[src/source/rv_decode_pkg.sv]
// rv32im decode definitions
package rv_decode_pkg;

    typedef enum logic [6:0] {
        LOAD   = 7'b0000011,
        FENCE  = 7'b0001111,
        OP_IMM = 7'b0010011,
        AUIPC  = 7'b0010111,
        STORE  = 7'b0100011,
        OP     = 7'b0110011,
        LUI    = 7'b0110111,
        BRANCH = 7'b1100011,
        JALR   = 7'b1100111,
        JAL    = 7'b1101111,
        SYSTEM = 7'b1110011
    } opcode_e;

    // funct3 codes, grouped by instruction class
    typedef enum logic [2:0] {
        F3_ADDI, F3_SLLI, F3_SLTI, F3_SLTIU, F3_XORI, F3_SRI, F3_ORI, F3_ANDI
    } funct3_i_e;

    typedef enum logic [2:0] {
        F3_ADD_SUB, F3_SLL, F3_SLT, F3_SLTU, F3_XOR, F3_SR, F3_OR, F3_AND
    } funct3_r_e;

    typedef enum logic [2:0] {
        F3_MUL, F3_MULH, F3_MULHSU, F3_MULHU, F3_DIV, F3_DIVU, F3_REM, F3_REMU
    } funct3_m_e;

    typedef enum logic [2:0] {
        F3_LB = 3'b000, F3_LH = 3'b001, F3_LW = 3'b010, F3_LBU = 3'b100, F3_LHU = 3'b101
    } funct3_load_e;

    typedef enum logic [2:0] {
        F3_SB = 3'b000, F3_SH = 3'b001, F3_SW = 3'b010
    } funct3_store_e;

    typedef enum logic [2:0] {
        F3_BEQ = 3'b000, F3_BNE = 3'b001, F3_BLT = 3'b100,
        F3_BGE = 3'b101, F3_BLTU = 3'b110, F3_BGEU = 3'b111
    } funct3_branch_e;

    typedef enum logic [2:0] {
        F3_CSRRW = 3'b001, F3_CSRRS = 3'b010, F3_CSRRC = 3'b011,
        F3_CSRRWI = 3'b101, F3_CSRRSI = 3'b110, F3_CSRRCI = 3'b111
    } funct3_csr_e;

    localparam logic [6:0] FUNCT7_BASE   = 7'b0000000;
    localparam logic [6:0] FUNCT7_ALT    = 7'b0100000;  // sub, sra
    localparam logic [6:0] FUNCT7_MULDIV = 7'b0000001;

    localparam logic [31:0] INST_NOP = 32'h0000_0013;  // addi x0, x0, 0

    typedef enum logic [2:0] {
        HOLD_NONE  = 3'd0,
        HOLD_PC    = 3'd1,
        HOLD_IF    = 3'd2,
        PIPE_CLEAR = 3'd3
    } hold_e;

    // machine csr addresses
    localparam logic [11:0] CSR_MSTATUS  = 12'h300;
    localparam logic [11:0] CSR_MTVEC    = 12'h305;
    localparam logic [11:0] CSR_MSCRATCH = 12'h340;
    localparam logic [11:0] CSR_MEPC     = 12'h341;
    localparam logic [11:0] CSR_MCAUSE   = 12'h342;

    typedef struct packed {
        logic [6:0] funct7;
        logic [4:0] rs2;
        logic [4:0] rs1;
        logic [2:0] funct3;
        logic [4:0] rd;
        opcode_e    opcode;
    } r_fmt_t;

    typedef struct packed {
        logic [11:0] imm;  // csr address for system ops
        logic [4:0]  rs1;
        logic [2:0]  funct3;
        logic [4:0]  rd;
        opcode_e     opcode;
    } i_fmt_t;

    typedef union packed {
        r_fmt_t r_fmt;
        i_fmt_t i_fmt;
    } inst_u;

    typedef struct packed {
        inst_u       inst;
        logic [31:0] pc;
        logic        next_type;
    } fetch_t;

    // bundle handed to execute
    typedef struct packed {
        logic [31:0] inst;
        logic [31:0] pc;
        logic        next_type;
        logic [31:0] rs1_data;
        logic [31:0] rs2_data;
        logic [4:0]  rs1_addr;
        logic [4:0]  rs2_addr;
        logic [4:0]  rd;
        logic [31:0] csr_data;
        logic [11:0] csr_waddr;
    } id_ex_t;

endpackage

[src/source/if_id_reg.sv]
// fetch to decode register
module if_id_reg (
    input  logic                  clk_i,
    input  logic                  rst_n_i,
    input  rv_decode_pkg::fetch_t fetch_i,
    input  logic                  fetch_valid_i,
    input  logic                  ex_ready_i,
    input  rv_decode_pkg::hold_e  hold_flag_i,
    output rv_decode_pkg::fetch_t fetch_o,
    output logic                  fetch_valid_o,
    output logic                  fetch_ready_o
);
    import rv_decode_pkg::*;

    logic load;
    logic clear;

    assign fetch_ready_o = ex_ready_i;  // no skid, ready passes straight back
    assign load          = fetch_valid_i & fetch_ready_o;
    assign clear         = (hold_flag_i == PIPE_CLEAR) | (fetch_ready_o & ~fetch_valid_i);

    // clear wins over load
    always_ff @(posedge clk_i) begin
        if (!rst_n_i || clear) begin
            fetch_o.inst      <= INST_NOP;
            fetch_o.pc        <= '0;
            fetch_o.next_type <= 1'b0;
            fetch_valid_o     <= 1'b0;
        end else if (load) begin
            fetch_o       <= fetch_i;
            fetch_valid_o <= 1'b1;
        end
    end

    // valid only appears one cycle after a valid fetch
    valid_origin_chk: assert property (@(posedge clk_i) disable iff (!rst_n_i)
        $rose(fetch_valid_o) |-> $past(fetch_valid_i))
        else $error("fetch_valid_o rose without a valid fetch");

endmodule

[src/source/id_stage.sv]
// instruction decode stage
module id_stage #(
    parameter int unsigned NumGpr = 32
) (
    input  logic                  clk_i,
    input  logic                  rst_n_i,
    input  rv_decode_pkg::fetch_t fetch_i,
    input  logic                  fetch_valid_i,
    input  logic                  ex_ready_i,
    input  rv_decode_pkg::hold_e  hold_flag_i,
    output logic [4:0]            rs1_addr_o,
    output logic [4:0]            rs2_addr_o,
    output logic                  rs1_en_o,
    output logic                  rs2_en_o,
    input  logic [31:0]           rs1_data_i,
    input  logic [31:0]           rs2_data_i,
    output logic [11:0]           csr_raddr_o,
    input  logic [31:0]           csr_rdata_i,
    output rv_decode_pkg::id_ex_t id_ex_o
);
    import rv_decode_pkg::*;

    localparam int unsigned IdxW = $clog2(NumGpr);

    inst_u       inst;
    logic [2:0]  funct3;
    logic [6:0]  funct7;
    logic [11:0] csr_waddr;
    logic        load;
    logic        clear;
    id_ex_t      id_ex_d;

    assign inst   = fetch_i.inst;
    assign funct3 = inst.r_fmt.funct3;
    assign funct7 = inst.r_fmt.funct7;

    // addresses go out unconditionally, the enables gate the reads
    assign rs1_addr_o = inst.r_fmt.rs1;
    assign rs2_addr_o = inst.r_fmt.rs2;

    assign load  = ex_ready_i & fetch_valid_i;
    assign clear = (hold_flag_i == PIPE_CLEAR) | (ex_ready_i & ~fetch_valid_i);

    always_comb begin
        rs1_en_o    = 1'b0;
        rs2_en_o    = 1'b0;
        csr_raddr_o = '0;
        csr_waddr   = '0;

        case (inst.r_fmt.opcode)
            OP_IMM: begin
                case (funct3)
                    F3_ADDI, F3_SLLI, F3_SLTI, F3_SLTIU,
                    F3_XORI, F3_SRI, F3_ORI, F3_ANDI: rs1_en_o = 1'b1;
                    default: ;
                endcase
            end
            OP: begin
                if (funct7 == FUNCT7_BASE || funct7 == FUNCT7_ALT) begin
                    case (funct3)
                        F3_ADD_SUB, F3_SLL, F3_SLT, F3_SLTU,
                        F3_XOR, F3_SR, F3_OR, F3_AND: begin
                            rs1_en_o = 1'b1;
                            rs2_en_o = 1'b1;
                        end
                        default: ;
                    endcase
                end else if (funct7 == FUNCT7_MULDIV) begin
                    case (funct3)
                        F3_MUL, F3_MULH, F3_MULHSU, F3_MULHU,
                        F3_DIV, F3_DIVU, F3_REM, F3_REMU: begin
                            rs1_en_o = 1'b1;
                            rs2_en_o = 1'b1;
                        end
                        default: ;
                    endcase
                end
            end
            LOAD: begin
                case (funct3)
                    F3_LB, F3_LH, F3_LW, F3_LBU, F3_LHU: rs1_en_o = 1'b1;
                    default: ;
                endcase
            end
            STORE: begin
                case (funct3)
                    F3_SB, F3_SH, F3_SW: begin
                        rs1_en_o = 1'b1;  // base
                        rs2_en_o = 1'b1;  // store data
                    end
                    default: ;
                endcase
            end
            BRANCH: begin
                case (funct3)
                    F3_BEQ, F3_BNE, F3_BLT, F3_BGE, F3_BLTU, F3_BGEU: begin
                        rs1_en_o = 1'b1;
                        rs2_en_o = 1'b1;
                    end
                    default: ;
                endcase
            end
            JALR: rs1_en_o = 1'b1;
            SYSTEM: begin
                csr_raddr_o = inst.i_fmt.imm;
                csr_waddr   = inst.i_fmt.imm;
                case (funct3)
                    F3_CSRRW, F3_CSRRS, F3_CSRRC: rs1_en_o = 1'b1;
                    // immediate forms carry uimm in the rs1 field
                    F3_CSRRWI, F3_CSRRSI, F3_CSRRCI: ;
                    default: ;
                endcase
            end
            JAL, LUI, AUIPC, FENCE: ;  // no register source
            default: ;
        endcase
    end

    always_comb begin
        id_ex_d.inst      = inst;
        id_ex_d.pc        = fetch_i.pc;
        id_ex_d.next_type = fetch_i.next_type;
        id_ex_d.rs1_data  = rs1_data_i;
        id_ex_d.rs2_data  = rs2_data_i;
        id_ex_d.rs1_addr  = rs1_addr_o;
        id_ex_d.rs2_addr  = rs2_addr_o;
        id_ex_d.rd        = inst.r_fmt.rd;
        id_ex_d.csr_data  = csr_rdata_i;
        id_ex_d.csr_waddr = csr_waddr;
    end

    // a cleared bundle is a nop with every other field zero
    always_ff @(posedge clk_i) begin
        if (!rst_n_i || clear) begin
            id_ex_o      <= '0;
            id_ex_o.inst <= INST_NOP;
        end else if (load) begin
            id_ex_o <= id_ex_d;
        end
    end

    // enabled reads must land inside the implemented register set
    gpr_index_chk: assert property (@(posedge clk_i) disable iff (!rst_n_i)
        fetch_valid_i |-> (!rs1_en_o || (rs1_addr_o >> IdxW) == '0)
                       && (!rs2_en_o || (rs2_addr_o >> IdxW) == '0))
        else $error("register index beyond NumGpr-1");

endmodule

[src/source/gpr_file.sv]
// general purpose register file
module gpr_file #(
    parameter int unsigned NumGpr = 32
) (
    input  logic        clk_i,
    input  logic        rst_n_i,
    input  logic        we_i,
    input  logic [4:0]  waddr_i,
    input  logic [31:0] wdata_i,
    input  logic [4:0]  raddr1_i,
    input  logic [4:0]  raddr2_i,
    input  logic        ren1_i,
    input  logic        ren2_i,
    output logic [31:0] rdata1_o,
    output logic [31:0] rdata2_o
);
    localparam int unsigned IdxW = $clog2(NumGpr);

    logic [31:0] regs [NumGpr];

    // upper indexes have no storage under rv32e
    function automatic logic in_range(input logic [4:0] addr);
        return (addr >> IdxW) == 5'd0;
    endfunction

    always_ff @(posedge clk_i) begin
        if (!rst_n_i) begin
            for (int i = 0; i < NumGpr; i++) begin
                regs[i] <= '0;
            end
        end else if (we_i && waddr_i != 5'd0 && in_range(waddr_i)) begin
            regs[waddr_i[IdxW-1:0]] <= wdata_i;  // x0 never written
        end
    end

    // no bypass, a same-cycle write is seen next cycle
    assign rdata1_o = (ren1_i && in_range(raddr1_i)) ? regs[raddr1_i[IdxW-1:0]] : '0;
    assign rdata2_o = (ren2_i && in_range(raddr2_i)) ? regs[raddr2_i[IdxW-1:0]] : '0;

    // x0 keeps reading zero after a write aimed at it
    x0_zero_chk: assert property (@(posedge clk_i) disable iff (!rst_n_i)
        (we_i && waddr_i == 5'd0) |=>
            (raddr1_i != 5'd0 || rdata1_o == '0) && (raddr2_i != 5'd0 || rdata2_o == '0))
        else $error("x0 read nonzero after write");

endmodule

[src/source/csr_file.sv]
// machine csr file
module csr_file (
    input  logic        clk_i,
    input  logic        rst_n_i,
    input  logic [11:0] raddr_i,
    output logic [31:0] rdata_o,
    input  logic        we_i,
    input  logic [11:0] waddr_i,
    input  logic [31:0] wdata_i
);
    import rv_decode_pkg::*;

    logic [31:0] mstatus;
    logic [31:0] mtvec;
    logic [31:0] mscratch;
    logic [31:0] mepc;
    logic [31:0] mcause;

    // write port stands in for write-back
    always_ff @(posedge clk_i) begin
        if (!rst_n_i) begin
            mstatus  <= '0;
            mtvec    <= '0;  // trap base at zero
            mscratch <= '0;
            mepc     <= '0;
            mcause   <= '0;
        end else if (we_i) begin
            case (waddr_i)
                CSR_MSTATUS:  mstatus  <= wdata_i;
                CSR_MTVEC:    mtvec    <= wdata_i;
                CSR_MSCRATCH: mscratch <= wdata_i;
                CSR_MEPC:     mepc     <= wdata_i;
                CSR_MCAUSE:   mcause   <= wdata_i;
                default: ;  // unimplemented, write dropped
            endcase
        end
    end

    // combinational read, old value during a write
    always_comb begin
        case (raddr_i)
            CSR_MSTATUS:  rdata_o = mstatus;
            CSR_MTVEC:    rdata_o = mtvec;
            CSR_MSCRATCH: rdata_o = mscratch;
            CSR_MEPC:     rdata_o = mepc;
            CSR_MCAUSE:   rdata_o = mcause;
            default:      rdata_o = '0;
        endcase
    end

endmodule

[src/source/decode_top.sv]
// rv32im decode stage top
module decode_top #(
    parameter int unsigned NumGpr = 32
) (
    input  logic                  clk_i,
    input  logic                  rst_n_i,
    input  rv_decode_pkg::fetch_t fetch_i,
    input  logic                  fetch_valid_i,
    input  logic                  ex_ready_i,
    input  rv_decode_pkg::hold_e  hold_flag_i,
    input  logic                  gpr_we_i,
    input  logic [4:0]            gpr_waddr_i,
    input  logic [31:0]           gpr_wdata_i,
    input  logic                  csr_we_i,
    input  logic [11:0]           csr_waddr_i,
    input  logic [31:0]           csr_wdata_i,
    output logic                  fetch_ready_o,
    output rv_decode_pkg::id_ex_t id_ex_o
);
    import rv_decode_pkg::*;

    fetch_t      fetch_q;
    logic        fetch_valid_q;
    logic [4:0]  rs1_addr;
    logic [4:0]  rs2_addr;
    logic        rs1_en;
    logic        rs2_en;
    logic [31:0] rs1_data;
    logic [31:0] rs2_data;
    logic [11:0] csr_raddr;
    logic [31:0] csr_rdata;

    if_id_reg u_if_id (
        .clk_i        (clk_i),
        .rst_n_i      (rst_n_i),
        .fetch_i      (fetch_i),
        .fetch_valid_i(fetch_valid_i),
        .ex_ready_i   (ex_ready_i),
        .hold_flag_i  (hold_flag_i),
        .fetch_o      (fetch_q),
        .fetch_valid_o(fetch_valid_q),
        .fetch_ready_o(fetch_ready_o)
    );

    id_stage #(
        .NumGpr(NumGpr)
    ) u_id (
        .clk_i        (clk_i),
        .rst_n_i      (rst_n_i),
        .fetch_i      (fetch_q),
        .fetch_valid_i(fetch_valid_q),
        .ex_ready_i   (ex_ready_i),
        .hold_flag_i  (hold_flag_i),
        .rs1_addr_o   (rs1_addr),
        .rs2_addr_o   (rs2_addr),
        .rs1_en_o     (rs1_en),
        .rs2_en_o     (rs2_en),
        .rs1_data_i   (rs1_data),
        .rs2_data_i   (rs2_data),
        .csr_raddr_o  (csr_raddr),
        .csr_rdata_i  (csr_rdata),
        .id_ex_o      (id_ex_o)
    );

    // operand reads return in the decode cycle
    gpr_file #(
        .NumGpr(NumGpr)
    ) u_gpr (
        .clk_i   (clk_i),
        .rst_n_i (rst_n_i),
        .we_i    (gpr_we_i),
        .waddr_i (gpr_waddr_i),
        .wdata_i (gpr_wdata_i),
        .raddr1_i(rs1_addr),
        .raddr2_i(rs2_addr),
        .ren1_i  (rs1_en),
        .ren2_i  (rs2_en),
        .rdata1_o(rs1_data),
        .rdata2_o(rs2_data)
    );

    csr_file u_csr (
        .clk_i  (clk_i),
        .rst_n_i(rst_n_i),
        .raddr_i(csr_raddr),
        .rdata_o(csr_rdata),
        .we_i   (csr_we_i),
        .waddr_i(csr_waddr_i),
        .wdata_i(csr_wdata_i)
    );

endmodule

[config.mk]
export PLATFORM = sky130hd
export DESIGN_NAME = decode_top
export DESIGN_NICKNAME = d
export VERILOG_FILES = /design/src/source/rv_decode_pkg.sv /design/src/source/if_id_reg.sv /design/src/source/id_stage.sv /design/src/source/gpr_file.sv /design/src/source/csr_file.sv /design/src/source/decode_top.sv
export SDC_FILE = /design/constraint.sdc
export NUM_CORES = 2
export LEC_CHECK = 0
export ABC_AREA = 1
export BUFFER_PORTS_ARGS = -buffer_cell sky130_fd_sc_hd__buf_4
export CAP_MARGIN = 20
export CORE_MARGIN = 2
export CORE_UTILIZATION = 24
export CTS_CLUSTER_DIAMETER = 200
export DETAILED_ROUTE_END_ITERATION = 16
export PLACE_DENSITY = 0.47
export RECOVER_POWER = 100
export REMOVE_ABC_BUFFERS = 1
export SYNTH_ARGS = -nofsm -noshare
export SYNTH_HDL_FRONTEND = slang
export SYNTH_HIERARCHICAL = 1
export SYNTH_SLANG_ARGS = --single-unit
[constraint.sdc]
create_clock -name clk_i -period 2.1 [get_ports clk_i]
set_input_delay 0 -clock clk_i [delete_from_list [all_inputs] [get_ports clk_i]]
set_output_delay 0 -clock clk_i [all_outputs]
set_load 0.01 [all_outputs]
==> impl_metrics.json <==
{
  "outcome": "finished, violations left",
  "violations": "negative hold slack, negative setup slack",
  "cts_tree": "done",
  "syn-cell-area_mm2": 0.0740,
  "clkSlewWorstSetupHoldPaths_ps": 70,
  "dr.pass1.iters": 6,
  "vias_per_cell": 4.85,
  "critPathRequiredTime_ps": 2870,
  "overflow": 0,
  "clock_sinks": 1423,
  "vias": 72892,
  "slew_headroom": 0.144,
  "htree_levels": 4,
  "netlist_instances": 9840,
  "timing.rr.start": "u_if_id/fetch_o[39]",
  "io_buffer_count": 343,
  "worst_slew_pin_slew_ps": 1280,
  "holdWs_ps": -13.8,
  "min_from": "csr_waddr_i[5]",
  "wire_per_inst_um": 23.6,
  "postLayoutCellArea_mm2": 0.0997,
  "die_y_um": 559,
  "power_density_mw_per_mm2": 720,
  "antenna_left": 0,
  "fin_skew_ps": 92.8,
  "drive_gt1_frac": 0.161,
  "p_leak_nw": 41.4,
  "drv_slew": 0,
  "initialDrtViolationCount": 8253,
  "final_common_cell": "nand2_1",
  "nNetsFinal": 10964,
  "final_cells": 15044,
  "routed_wl_mm": 355,
  "ys_types": 29,
  "grt_max_degree": 103,
  "die_x_um": 559,
  "area_delta_synth_final_pct": 34.6,
  "ys_ff_latch": 1423,
  "finalSetupViolCount": 24,
  "endpoint_kind": "flop",
  "yosys_warnings": 6,
  "seq_area_frac_synth": 0.523,
  "grt_usage": 0.209,
  "gp_congestion": 0.837,
  "grt_pass1_vias": 68706,
  "path_max_fanout": 7,
  "worstHoldPathType": "in2reg",
  "design.die.area_mm2": 0.313,
  "layout_common_cells": "nand2_1 (3,297), nor2_1 (1,635), nand3_1 (1,461)",
  "rrSetupSlack_ps": -70,
  "clockRootBuffer": "clkbuf_16",
  "grt_pass1_wl_mm": 488,
  "finalSetupTns_ps": -815,
  "pin_count": 344,
  "reg2reg_to": "u_id/id_ex_o[21]",
  "rr_worst_depth": 17,
  "ir_worst_vdd_mv": 0.570,
  "clk_latency_ps": 880,
  "cp_data_arrival_time_ps": 2930,
  "worst-setup-path-type": "reg2reg",
  "avgSynthCellArea_um2": 7.52,
  "coreArea_mm2": 0.306,
  "start_kind": "flop",
  "worst_slack_ps": -68.6,
  "min_to": "u_csr/mtvec[2]",
  "start_util": 0.242,
  "hold_depth": 8,
  "cts_max_path_buffers": 4,
  "dpl_cell_area_mm2": 0.0862,
  "cts_made_buffers": 173,
  "fin_crit_sh": 1.03,
  "dp_cells": 14183,
  "cap_violations": 0,
  "hold_viol": 5,
  "dp_hpwl_mm": 206,
  "rsz0062_at_grt": "yes",
  "max_freq_mhz": 461,
  "period_minus_slack_ps": 2170,
  "rows": 203,
  "remaining_drc_errors": 0,
  "antenna_found_initial": 16
}
[area by class of cell]
cell class / instances / area [um^2]
inverters: 354 / 1440
repair inverters: 4 / 50.0
clock inverters: 83 / 928
clock buffers: 224 / 4770
diodes: 3 / 7.51
well taps: 4100 / 5130
fillers: 32495 / 207000
multi-input cells: 7273 / 31800
flip-flops and latches: 1423 / 38800
repair buffers: 1580 / 16700
[cell families after synthesis]
| logic type | synth area share |
|---|---|
| AO/OA/AOI/OAI | 0.0342 |
| flip-flops | 0.523 |
| buffers and inverters | 0.0692 |
| AND/OR/NAND/NOR | 0.373 |
| other | 0.0000507 |
[registers in the layout (all words and copies together) (netlist names)]
name and flops:
u_csr/mcause 32, u_csr/mstatus 32, u_id/id_ex_o 173, u_csr/mtvec 32
u_csr/mepc 32, u_if_id/fetch_o 65, u_csr/mscratch 32, u_if_id/fetch_valid_o 1
u_gpr/regs 1024
[Yosys cell counts (all sizes together)]
library cell / n / area share
conb: 1 / 0.000051
clkbuf: 335 / 0.017
edfxtp: 1024 / 0.42
a21oi: 281 / 0.022
nand3: 1566 / 0.11
nand2: 3418 / 0.17
o211ai: 13 / 0.0013
nor2: 1752 / 0.089
a21boi: 1 / 0.00015
or2: 1 / 0.00012
nand4: 2 / 0.00017
dfxtp: 399 / 0.11
o21ai: 166 / 0.011
nand3b: 34 / 0.0034
clkinv: 1 / 0.000051
nor3: 7 / 0.00047
inv: 353 / 0.018
buf: 486 / 0.034
[per-stage QoR]
stage | setup WS [ps] | util | total power [mW]
2_1_floorplan | -20480 | - | 36.1
3_3_place_gp | -337 | 0.281 | 39.7
3_5_place_dp | -286 | 0.281 | 39.7
4_1_cts | -50.6 | 0.315 | 71.5
5_1_grt | -201 | 0.325 | 73.9
6_report | -68.6 | 0.325 | 71.7
[report_power, final]
part / switching (mW) / internal, mW / leakage, nW
sequential: 0.654 / 31.2 / 13.0
clock: 12.9 / 18.2 / 2.80
combinational: 5.52 / 3.18 / 25.6
[what timing repair did]
action | in CTS | in global routing
hold buffers | 389 | 0
buffers inserted | 20 | 79
resized for setup | 79 | 538
pin swaps | 9 | 184
cloned | 12 | 65
hold endpoints to repair | 1339 | 0
endpoints found under the setup margin | 72 | 128
[per-layer routing]
metal,vias up,track usage,share of wire
li1,33742,-,-
met2,3401,0.344,0.46
met1,34969,0.276,0.41
met5,-,0,0.00030
met4,16,0.0774,0.049
met3,764,0.0312,0.081
[critical path: stages, from the launching register on]
cell     delay (ps)
dfxtp_2         320
inv_2            70
nor2_4           40
buf_12          130
buf_8           130
nand3_4          80
inv_2            40
or2_4           290
nor2_8          180
buf_12          150
buf_12          100
buf_12          110
nand3_1          70
nand2_1          70
nor2_1           40
nand2_1          50
nand2_1          60
a21oi_2         130
[worst max-delay path by stage]
stage	startpoint	endpoint	slack [ps]	depth (start not counted)
final	u_if_id/fetch_o[39]	u_id/id_ex_o[21]	-70	17
after global routing	u_if_id/fetch_o[35]	u_id/id_ex_o[17]	-200	18
after CTS	u_if_id/fetch_o[35]	u_id/id_ex_o[32]	-50	18
after detailed placement	u_if_id/fetch_o[37]	u_id/id_ex_o[19]	-290	15
after global placement	u_if_id/fetch_o[38]	u_id/id_ex_o[24]	-340	16
after floorplan	u_if_id/fetch_o[48]	u_id/id_ex_o[98]	-20480	11
No activity file was read; power rests on OpenSTA's default activity.
